===== src/common/tcb_pkg.sv =====
package tcb_pkg;

  ////////////////////////////////////////////////////////////////////////////
  // bus widths
  ////////////////////////////////////////////////////////////////////////////

  // address and data width
  localparam int unsigned AW = 32;
  localparam int unsigned DW = 32;
  // bytes per data word
  localparam int unsigned BW = DW / 8;
  // bits per byte lane
  localparam int unsigned SW = DW / BW;

  // address split, region code on top
  localparam int unsigned RW = 4;
  // word offset inside a region, byte lane included
  localparam int unsigned OW = AW - RW;

  ////////////////////////////////////////////////////////////////////////////
  // bus types
  ////////////////////////////////////////////////////////////////////////////

  // one data word, read or write
  typedef logic [DW-1:0] data_t;

  // one bit per byte lane
  typedef logic [BW-1:0] ben_t;

  // address as seen by the target decoder
  typedef struct packed {
    // selects sram, id word or unmapped space
    logic [RW-1:0] region;
    // low 2 bits are the byte lane
    logic [OW-1:0] offset;
  } adr_fields_t;

  // same 32 bits, two views
  // flat for arbiter and slice, fields for the memory decoder
  typedef union packed {
    logic [AW-1:0] flat;
    adr_fields_t   fields;
  } adr_t;

endpackage


===== src/hw/tcb_arbiter.sv =====
`timescale 1ns/1ns

module tcb_arbiter (
  input  logic           sub,
  input  logic           reset,
  // manager 0 request
  input  logic           m0_vld,
  input  logic           m0_wen,
  input  tcb_pkg::ben_t  m0_ben,
  input  tcb_pkg::adr_t  m0_adr,
  input  tcb_pkg::data_t m0_wdt,
  // manager 0 ready and response
  output logic           m0_rdy,
  output tcb_pkg::data_t m0_rdt,
  output logic           m0_err,
  // manager 1 request
  input  logic           m1_vld,
  input  logic           m1_wen,
  input  tcb_pkg::ben_t  m1_ben,
  input  tcb_pkg::adr_t  m1_adr,
  input  tcb_pkg::data_t m1_wdt,
  // manager 1 ready and response
  output logic           m1_rdy,
  output tcb_pkg::data_t m1_rdt,
  output logic           m1_err,
  // shared bus toward the register slice
  output logic           arb_vld,
  output logic           arb_wen,
  output tcb_pkg::ben_t  arb_ben,
  output tcb_pkg::adr_t  arb_adr,
  output tcb_pkg::data_t arb_wdt,
  input  logic           arb_rdy,
  input  tcb_pkg::data_t arb_rdt,
  input  logic           arb_err
);

  ////////////////////////////////////////////////////////////////////////////
  // grant
  ////////////////////////////////////////////////////////////////////////////

  // priority pointer, low favours m0, high favours m1
  logic pri;
  // one hot grant, both low when idle
  logic gnt0;
  logic gnt1;
  // request accepted this cycle
  logic xfr;
  // the accepted request came from the favoured manager
  logic xfr_fav;

  // m0 wins when alone or when favoured
  assign gnt0 = m0_vld & (~m1_vld | ~pri);
  // m1 wins when alone or when favoured
  assign gnt1 = m1_vld & (~m0_vld | pri);

  assign xfr = arb_vld & arb_rdy;
  assign xfr_fav = pri ? gnt1 : gnt0;

  // pointer moves away from the favoured manager once it has been served
  // so the loser of a tie wins on the very next cycle
  always_ff @(posedge sub) begin
    if (reset) begin
      pri <= 1'b0;
    end else if (xfr & xfr_fav) begin
      pri <= ~pri;
    end
  end

  ////////////////////////////////////////////////////////////////////////////
  // request multiplexer
  ////////////////////////////////////////////////////////////////////////////

  // any manager asking is enough to drive the shared bus
  assign arb_vld = m0_vld | m1_vld;

  // payload follows the grant
  // m0 fields sit on the bus when nothing is requested
  always_comb begin
    if (gnt1) begin
      arb_wen      = m1_wen;
      arb_ben      = m1_ben;
      arb_adr.flat = m1_adr.flat;
      arb_wdt      = m1_wdt;
    end else begin
      arb_wen      = m0_wen;
      arb_ben      = m0_ben;
      arb_adr.flat = m0_adr.flat;
      arb_wdt      = m0_wdt;
    end
  end

  ////////////////////////////////////////////////////////////////////////////
  // ready and response
  ////////////////////////////////////////////////////////////////////////////

  // losing manager sees rdy low and holds its request
  assign m0_rdy = gnt0 & arb_rdy;
  assign m1_rdy = gnt1 & arb_rdy;

  // response has no strobe, both managers see it
  // each one picks the beat that lands DLY cycles after its own transfer
  assign m0_rdt = arb_rdt;
  assign m0_err = arb_err;
  assign m1_rdt = arb_rdt;
  assign m1_err = arb_err;

endmodule


===== config.mk =====
export PLATFORM = sky130hd
export DESIGN_NAME = tcb_arbiter
export DESIGN_NICKNAME = d
export VERILOG_FILES = /design/src/common/tcb_pkg.sv /design/src/hw/tcb_arbiter.sv
export SDC_FILE = /design/constraint.sdc
export NUM_CORES = 1
export LEC_CHECK = 0
export BUFFER_PORTS_ARGS = -buffer_cell sky130_fd_sc_hd__buf_2
export CORE_AREA = 2 2 122 124
export CTS_CLUSTER_SIZE = 20
export DETAILED_ROUTE_END_ITERATION = 16
export DIE_AREA = 0 0 124 126
export GPL_TIMING_DRIVEN = 0
export MAX_ROUTING_LAYER = met4
export PLACE_DENSITY = 0.48
export SLEW_MARGIN = 25
export SYNTH_ARGS = -nofsm -noshare
export SYNTH_HDL_FRONTEND = slang
export SYNTH_SLANG_ARGS = --single-unit

===== constraint.sdc =====
create_clock -name sub -period 4.15 [get_ports sub]
set_input_delay 0.83 -clock sub [delete_from_list [all_inputs] [get_ports sub]]
set_output_delay 0.83 -clock sub [all_outputs]
set_load 0.01 [all_outputs]

==> flow_metrics.py, run 1 <==
metrics = {
    "sta": {
        "fmax_mhz": 334,
        "setup_viol": 0,
        "period_share": 0.722,
        "finalHoldViolations": 0,
        "slew_headroom": 0.687,
        "min_period_ps": 2990,
        "grt_setup_unrepaired": "false",
        "fin_skew_ps": 0,
        "fin_tns_setup_ps": 0,
        "worstMarginPinSlew_ps": 468,
        "hold_slack_ps": 570,
        "slew_violations": 0,
    },
    "synthesis": {
        "ys_ff_latch": 1,
        "avgSynthCellArea_um2": 9.37,
        "yosysUniqueCellTypes": 12,
        "synth_compound_area_frac": 0.0265,
        "syn_nets": 327,
        "seq_area_frac_synth": 0.0141,
        "synth_warnings": 0,
        "yosys.area_share.xor_xnor": 0,
        "yosys.area_share.simple": 0.00707,
        "synth_area_um2": 1420,
        "synthAdderAreaFrac": 0,
        "synth_mux_area_frac": 0.549,
        "synth_top_family_by_area": "multiplexers",
        "syn_inst": 151,
    },
    "global_routing": {
        "use_met3": 0.000453,
        "grt_pass1_vias": 1727,
        "use_met1": 0.0715,
        "grt_util_met2": 0.127,
        "globalRouteTotalUtil": 0.0625,
        "grt_max_degree": 11,
        "grt_pass1_wl_um": 7930,
        "antenna_found_initial": 0,
        "gr-total-overflow": 0,
        "busiest_layer": "met2",
    },
    "hold_path": {
        "min_path_cells": 1,
        "min_path_type": "flop to flop",
        "hold_start": "pri$_SDFFE_PP0P_",
        "min_to": "pri$_SDFFE_PP0P_",
    },
    "power_and_ir_drop": {
        "p_leak_uw": 0.00177,
        "total_power_uw": 359,
        "power.density_nw_per_um2": 118,
        "vdd_ir_drop_max_uv": 39.4,
    },
    "routing": {
        "firstDrtPassIters": 3,
        "dr.first_iter.drc_count": 13,
        "routed_wl_um": 5990,
        "remaining_drc_errors": 0,
        "vias": 1999,
        "postRouteAntennaNets": 0,
        "viasPerCell": 3.25,
        "wl_per_cell_um": 9.73,
    },
    "setup_path": {
        "reg2reg_depth": 2,
        "reg2reg_to": "pri$_SDFFE_PP0P_",
        "path_class": "input port to output pin",
        "regToRegSetupSlack_ps": 3410,
        "crit_fanout": 10,
        "crit_path_start_kind": "input port",
        "critPathRequiredTime_ps": 3320,
        "crit_path_end_kind": "output pin",
        "timing.rr.start": "pri$_SDFFE_PP0P_",
        "worst_ep_arrival_time_ps": 2160,
    },
    "final_layout": {
        "num_antenna_cells": 0,
        "nets": 609,
        "top_regs": "pri x1",
        "fillers": 1647,
        "regArea_um2": 20.0,
        "drive_gt1_frac": 0.970,
        "top_register": "pri",
        "largest_register_ffs": 1,
        "area_delta_synth_final_pct": 115,
        "post-route-util": 0.213,
        "multi_input_area_um2": 825,
    },
    "floorplanning": {
        "die_w_um": 124,
        "die_y_um": 126,
        "num_rows": 44,
        "core_um2": 14300,
        "ios": 314,
        "die-area_um2": 15600,
        "initial_core_util": 0.0989,
    },
    "cts": {
        "clk-insertion-delay-late_ps": 0,
        "cts_resized": 0,
        "holdBufCountCts": 0,
        "post_cts_buffers": 0,
        "path_clk_slew_ps": 0,
    },
    "place": {
        "port_buffers": 280,
        "hpwl_um": 5510,
        "gp_congestion": 0.741,
    },
    "flow_run": {
        "maxCapViolCount": 0,
    },
    "run_status": {
        "status": "finished, final reports clean",
    },
}
cell type report:
cell class                      count  area share
Multi-Input combinational cell     75       0.271
Inverter                            2     0.00246
Timing Repair Buffer              280       0.460
Sequential cell                     1     0.00657
Tap cell                          184      0.0756
Buffer                             73       0.185
per-stage QoR:
stage,std cells,cell area (um^2),setup WS [ps]
global placement,615,3050,1070
floorplan,151,1420,1640
detailed placement,615,3050,1090
CTS,615,3050,1090
finish,615,3050,1160
global route,615,3050,1060
worst max-delay path: stages:
cell	delay, ps
buf_2	100
inv_1	70
o21ai_4	390
buf_4	270
mux2_2	350
buf_2	140
cells in the mapped netlist:
cell      instances  area share
buf_4            69        0.37
mux2_2           63        0.50
mux2_1            6       0.048
buf_6             4       0.032
inv_1             2      0.0053
a211oi_1          1      0.0053
a21oi_1           1      0.0035
a311oi_1          1      0.0062
dfxtp_1           1       0.014
nor2_1            1      0.0026
o21ai_4           1       0.011
or2_2             1      0.0044
where the power goes:
group	total, uW	internal [uW]	switching (uW)
clock	0	0	0
combinational	348	208	140
sequential	11.6	10.5	1.09
cell usage in the layout, fill, tap and decap left out, drive strengths merged:
cell type,synthesis,routed
a311oi,1,1
mux2,69,69
inv,2,2
nor2,1,1
buf,73,353
a21oi,1,1
dfxtp,1,1
a211oi,1,1
or2,1,1
o21ai,1,1
routing by layer:
| metal | vias up | part of all wire |
|---|---|---|
| li1 | 1017 | - |
| met1 | 851 | 0.36 |
| met2 | 131 | 0.53 |
| met3 | 0 | 0.10 |
| met4 | 0 | 0 |
| met5 | - | 0 |
worst max path at each step:
stage | start | endpoint | slack, ps | cells after the start
2_1_floorplan | m0_vld | arb_ben[3] | 1640 | 4
3_3_place_gp | m0_vld | arb_adr[2] | 1070 | 6
3_5_place_dp | m0_vld | arb_adr[2] | 1090 | 6
4_1_cts | m0_vld | arb_adr[2] | 1090 | 6
5_1_grt | m0_vld | arb_adr[2] | 1060 | 6
6_report | m0_vld | arb_adr[2] | 1160 | 6
logic make-up after synthesis:
| group | count (synthesis) |
|---|---|
| AOI/OAI and AO/OA | 4 |
| buffers and inverters | 75 |
| DFF | 1 |
| muxes | 69 |
| and+or+nand+nor | 2 |
No activity file was read; power rests on OpenSTA's default activity.
==> run 2, diff against run 1 <==
--- a/config.mk
+++ b/config.mk
@@ -6,13 +6,13 @@
 export NUM_CORES = 1
 export LEC_CHECK = 0
 export BUFFER_PORTS_ARGS = -buffer_cell sky130_fd_sc_hd__buf_2
-export CORE_AREA = 2 2 122 124
+export CORE_AREA = 2 2 123 125
 export CTS_CLUSTER_SIZE = 20
 export DETAILED_ROUTE_END_ITERATION = 16
-export DIE_AREA = 0 0 124 126
+export DIE_AREA = 0 0 125 127
 export GPL_TIMING_DRIVEN = 0
 export MAX_ROUTING_LAYER = met4
-export PLACE_DENSITY = 0.48
+export PLACE_DENSITY = 0.47
 export SLEW_MARGIN = 25
 export SYNTH_ARGS = -nofsm -noshare
 export SYNTH_HDL_FRONTEND = slang
==> constraint.sdc (replaced) <==
create_clock -name sub -period 2.8 [get_ports sub]
set_input_delay 0.56 -clock sub [delete_from_list [all_inputs] [get_ports sub]]
set_output_delay 0.56 -clock sub [all_outputs]
set_load 0.01 [all_outputs]
==> run 2 against run 1 <==
- wire length rose by 15%
- sequential power rose by 47%
- total power rose by 50%
- final cell count did not move
- register-to-register slack got worse by 1400 ps
- core utilization fell by 0.16 points
- die area rose by 1.6%
- critical path type unchanged
- critical endpoint is now arb_adr[3]
- largest power group unchanged
- highest routed layer is now met4
==> flow_metrics.py, run 2 (synthesis gave the netlist of run 1 again) <==
metrics = {
    "flow_run": {
        "maxCapViolCount": 0,
    },
    "place": {
        "hpwl_um": 6240,
        "gp_congestion": 0.770,
        "post_dp_cell_area_um2": 3050,
        "dp_cells": 615,
        "port_buffers": 280,
    },
    "routing": {
        "vias": 2028,
        "dr.first_iter.drc_count": 35,
        "remaining_drc_errors": 0,
        "wl_per_cell_um": 11.1,
        "routed_wl_um": 6860,
        "postRouteAntennaNets": 0,
        "viasPerCell": 3.30,
        "firstDrtPassIters": 4,
    },
    "floorplanning": {
        "ios": 314,
        "core_um2": 14400,
        "num_rows": 44,
        "die_w_um": 125,
        "die_y_um": 127,
        "die-area_um2": 15900,
        "initial_core_util": 0.0981,
    },
    "sta": {
        "finalHoldViolations": 0,
        "slew_headroom": 0.757,
        "fin_tns_setup_ps": 0,
        "setup_viol": 0,
        "slew_violations": 0,
        "grt_setup_unrepaired": "false",
        "min_period_ps": 2430,
        "period_share": 0.867,
        "fin_skew_ps": 0,
        "worstMarginPinSlew_ps": 364,
        "hold_slack_ps": 564,
        "fmax_mhz": 412,
    },
    "cts": {
        "path_clk_slew_ps": 0,
        "cts_resized": 0,
        "post_cts_buffers": 0,
        "holdBufCountCts": 0,
        "clk-insertion-delay-late_ps": 0,
    },
    "setup_path": {
        "crit_path_start_kind": "input port",
        "critPathRequiredTime_ps": 2240,
        "reg2reg_depth": 2,
        "crit_path_end_kind": "output pin",
        "worst_ep_arrival_time_ps": 1870,
        "crit_fanout": 10,
        "path_class": "input port to output pin",
    },
    "final_layout": {
        "nets": 609,
        "num_antenna_cells": 0,
        "final_cells": 615,
        "final_cell_mix": "buf_2 (280), buf_4 (69), mux2_2 (63), mux2_1 (6), buf_6 (4)",
        "finish.instance_area_um2": 3050,
        "top_register": "pri",
        "drive_gt1_frac": 0.970,
        "area_delta_synth_final_pct": 115,
        "final_common_cell": "buf_2",
        "top_regs": "pri x1",
        "largest_register_ffs": 1,
    },
    "power_and_ir_drop": {
        "power.density_nw_per_um2": 177,
        "p_leak_uw": 0.00177,
        "total_power_uw": 540,
        "vdd_ir_drop_max_uv": 59.7,
    },
    "global_routing": {
        "gr-total-overflow": 0,
        "grt_pass1_vias": 1821,
        "globalRouteTotalUtil": 0.0728,
        "grt_pass1_wl_um": 9330,
        "grt_max_degree": 11,
        "antenna_found_initial": 0,
    },
    "run_status": {
        "status": "finished, final reports clean",
    },
    "hold_path": {
        "min_path_type": "flop to flop",
        "min_path_cells": 1,
    },
}
==> run 2: cell counts in the layout (fill, tap and decap cells not counted) <==
No cell type changed its count.
==> run 2: power by group <==
group | switching, uW | internal, uW | total (uW)
clock network | 0 | 0 | 0
logic | 215 | 308 | 523
registers | 1.49 | 15.6 | 17.1
==> run 2: path summary, 6_finish.rpt <==
path	slack, ps	start	endpoint
max	370	m0_vld	arb_adr[3]
min reg2reg	560	pri$_SDFFE_PP0P_	pri$_SDFFE_PP0P_
min	560	pri$_SDFFE_PP0P_	pri$_SDFFE_PP0P_
max reg2reg	2050	pri$_SDFFE_PP0P_	pri$_SDFFE_PP0P_
==> run 2: metrics by stage <==
stage               utilization  setup WS (ps)
floorplan                     -            828
global placement          0.211            280
detailed placement        0.211            272
CTS                       0.211            268
global route              0.211            247
finish                    0.211            371
==> run 2: layer usage <==
metal,GRT usage,routed length [um]
met2,0.139,3670
met1,0.0812,2460
met5,-,0
met4,0.00458,29
met3,0.0163,703
==> run 2: final cells by class <==
| type | instances | area, um^2 |
|---|---|---|
| multi-input cells | 75 | 825 |
| repair buffers | 280 | 1400 |
| inverters | 2 | 7.51 |
| plain buffers | 73 | 563 |
| flip-flops and latches | 1 | 20.0 |
| fillers | 1624 | 11400 |
| well taps | 184 | 230 |
==> run 2: worst max-delay path: stages <==
cell	delay (ps)
buf_2	100
inv_1	70
o21ai_4	320
buf_4	280
mux2_2	380
buf_2	160
==> run 3, diff against run 2 <==
--- a/config.mk
+++ b/config.mk
@@ -12,7 +12,6 @@
 export DIE_AREA = 0 0 125 127
 export GPL_TIMING_DRIVEN = 0
 export MAX_ROUTING_LAYER = met4
-export PLACE_DENSITY = 0.47
 export SLEW_MARGIN = 25
 export SYNTH_ARGS = -nofsm -noshare
 export SYNTH_HDL_FRONTEND = slang
==> run 3 against run 2 <==
- sequential share of layout area about the same
- sequential cell count unchanged
- wire length up 5.5%
- core utilization up 0.052 points
- hold slack better by 18 ps
- die area unchanged
- via count up 1.4%
- sequential power about the same
- first-iteration DRC count unchanged
- register-to-register slack worse by 50 ps
- combinational power about the same
- global-route usage up 0.56 points
- critical path type unchanged
- largest power group unchanged
==> flow_metrics.py, run 3 (synthesis gave the netlist of run 1 again) <==
metrics = {
    "hold_path": {
        "hold_start": "pri$_SDFFE_PP0P_",
        "min_to": "pri$_SDFFE_PP0P_",
        "min_path_type": "flop to flop",
        "min_path_cells": 1,
    },
    "sta": {
        "min_period_ps": 2410,
        "slew_violations": 0,
        "setup_viol": 0,
        "fin_tns_setup_ps": 0,
        "postLayoutSetupSlackWorst_ps": 395,
        "period_share": 0.859,
        "fin_skew_ps": 0,
        "grt_setup_unrepaired": "false",
        "fmax_mhz": 416,
        "worstMarginPinSlew_ps": 382,
        "finalHoldViolations": 0,
        "slew_headroom": 0.744,
    },
    "setup_path": {
        "reg2reg_to": "pri$_SDFFE_PP0P_",
        "crit_path_start_kind": "input port",
        "critPathRequiredTime_ps": 2240,
        "crit_path_end_kind": "output pin",
        "worst_ep_arrival_time_ps": 1850,
        "path_class": "input port to output pin",
        "reg2reg_depth": 2,
        "timing.rr.start": "pri$_SDFFE_PP0P_",
        "crit_fanout": 10,
        "regToRegSetupSlack_ps": 2000,
    },
    "routing": {
        "routed_wl_um": 7230,
        "firstDrtPassIters": 4,
        "remaining_drc_errors": 0,
        "postRouteAntennaNets": 0,
        "wl_per_cell_um": 11.7,
        "vias": 2056,
        "dr.first_iter.drc_count": 35,
        "viasPerCell": 3.33,
    },
    "place": {
        "port_buffers": 280,
        "gp_congestion": 0.838,
        "preCtsSetupSlack_ps": 349,
        "hpwl_um": 6720,
    },
    "flow_run": {
        "maxCapViolCount": 0,
    },
    "floorplanning": {
        "ios": 314,
        "die_w_um": 125,
        "die-area_um2": 15900,
        "core_um2": 14400,
        "initial_core_util": 0.0981,
        "die_y_um": 127,
        "num_rows": 44,
    },
    "power_and_ir_drop": {
        "p_leak_uw": 0.00177,
        "total_power_uw": 543,
        "vdd_ir_drop_max_uv": 78.7,
        "power.density_nw_per_um2": 178,
    },
    "global_routing": {
        "globalRouteTotalUtil": 0.0784,
        "grt_pass1_vias": 1933,
        "gr-total-overflow": 0,
        "grt_max_degree": 11,
        "grt_pass1_wl_um": 9760,
        "antenna_found_initial": 3,
    },
    "cts": {
        "path_clk_slew_ps": 0,
        "clk-insertion-delay-late_ps": 0,
        "post_cts_buffers": 0,
        "holdBufCountCts": 0,
        "cts_resized": 0,
    },
    "final_layout": {
        "final_cell_mix": "buf_2 (280), buf_4 (69), mux2_2 (63), mux2_1 (6), buf_6 (4)",
        "top_register": "pri",
        "nets": 609,
        "largest_register_ffs": 1,
        "final_common_cell": "buf_2",
        "top_regs": "pri x1",
        "post-route-util": 0.212,
        "drive_gt1_frac": 0.970,
        "area_delta_synth_final_pct": 116,
        "fillers": 1618,
    },
    "run_status": {
        "status": "finished, final reports clean",
    },
}
==> run 3: cell types whose count changed in the layout (fill, tap and decap cells not counted) <==
cell     delta
diode_2     +3
==> run 3: power breakdown <==
group	switching, uW	internal (uW)	leakage [uW]
registers	1.51	15.6	0.00000828
logic	217	308	0.00176
clock network	0	0.000143	0.0000000190
total	219	324	0.00177
==> run 3: how the worst max path moves through the flow <==
stage               cells after the start     endpoint   start
floorplan                               4   arb_ben[3]  m0_vld
global placement                        6  arb_wdt[31]  m0_vld
detailed placement                      6  arb_wdt[31]  m0_vld
CTS                                     6  arb_wdt[31]  m0_vld
global route                            6   arb_wdt[3]  m0_vld
finish                                  6  arb_wdt[31]  m0_vld
==> run 3: area by class of cell <==
type                            count  area, um^2  area share
Antenna cell                        3        7.51     0.00246
Buffer                             73         563       0.184
Inverter                            2        7.51     0.00246
Multi-Input combinational cell     75         825       0.270
Sequential cell                     1        20.0     0.00655
Tap cell                          184         230      0.0754
Timing Repair Buffer              280        1400       0.459
==> run 3: through the flow <==
stage / cells / cell area [um^2] / hold WS (ps)
4_1_cts: 615 / 3050 / 591
6_report: 618 / 3050 / 582
3_5_place_dp: 615 / 3050 / 582
3_3_place_gp: 615 / 3050 / 570
2_1_floorplan: 151 / 1420 / 531
5_1_grt: 618 / 3050 / 608
==> run 3: critical path, stage by stage <==
cell,delay (ps)
buf_2,100
inv_1,70
o21ai_4,330
buf_4,270
mux2_2,370
buf_2,150
==> run 3: per-layer routing <==
metal,global-route usage,wire length [um],vias to the layer above
met1,0.0746,2240,873
li1,-,-,1020
met2,0.160,3970,155
met4,0.0248,242,0
met5,-,0,-
met3,0.0121,783,8
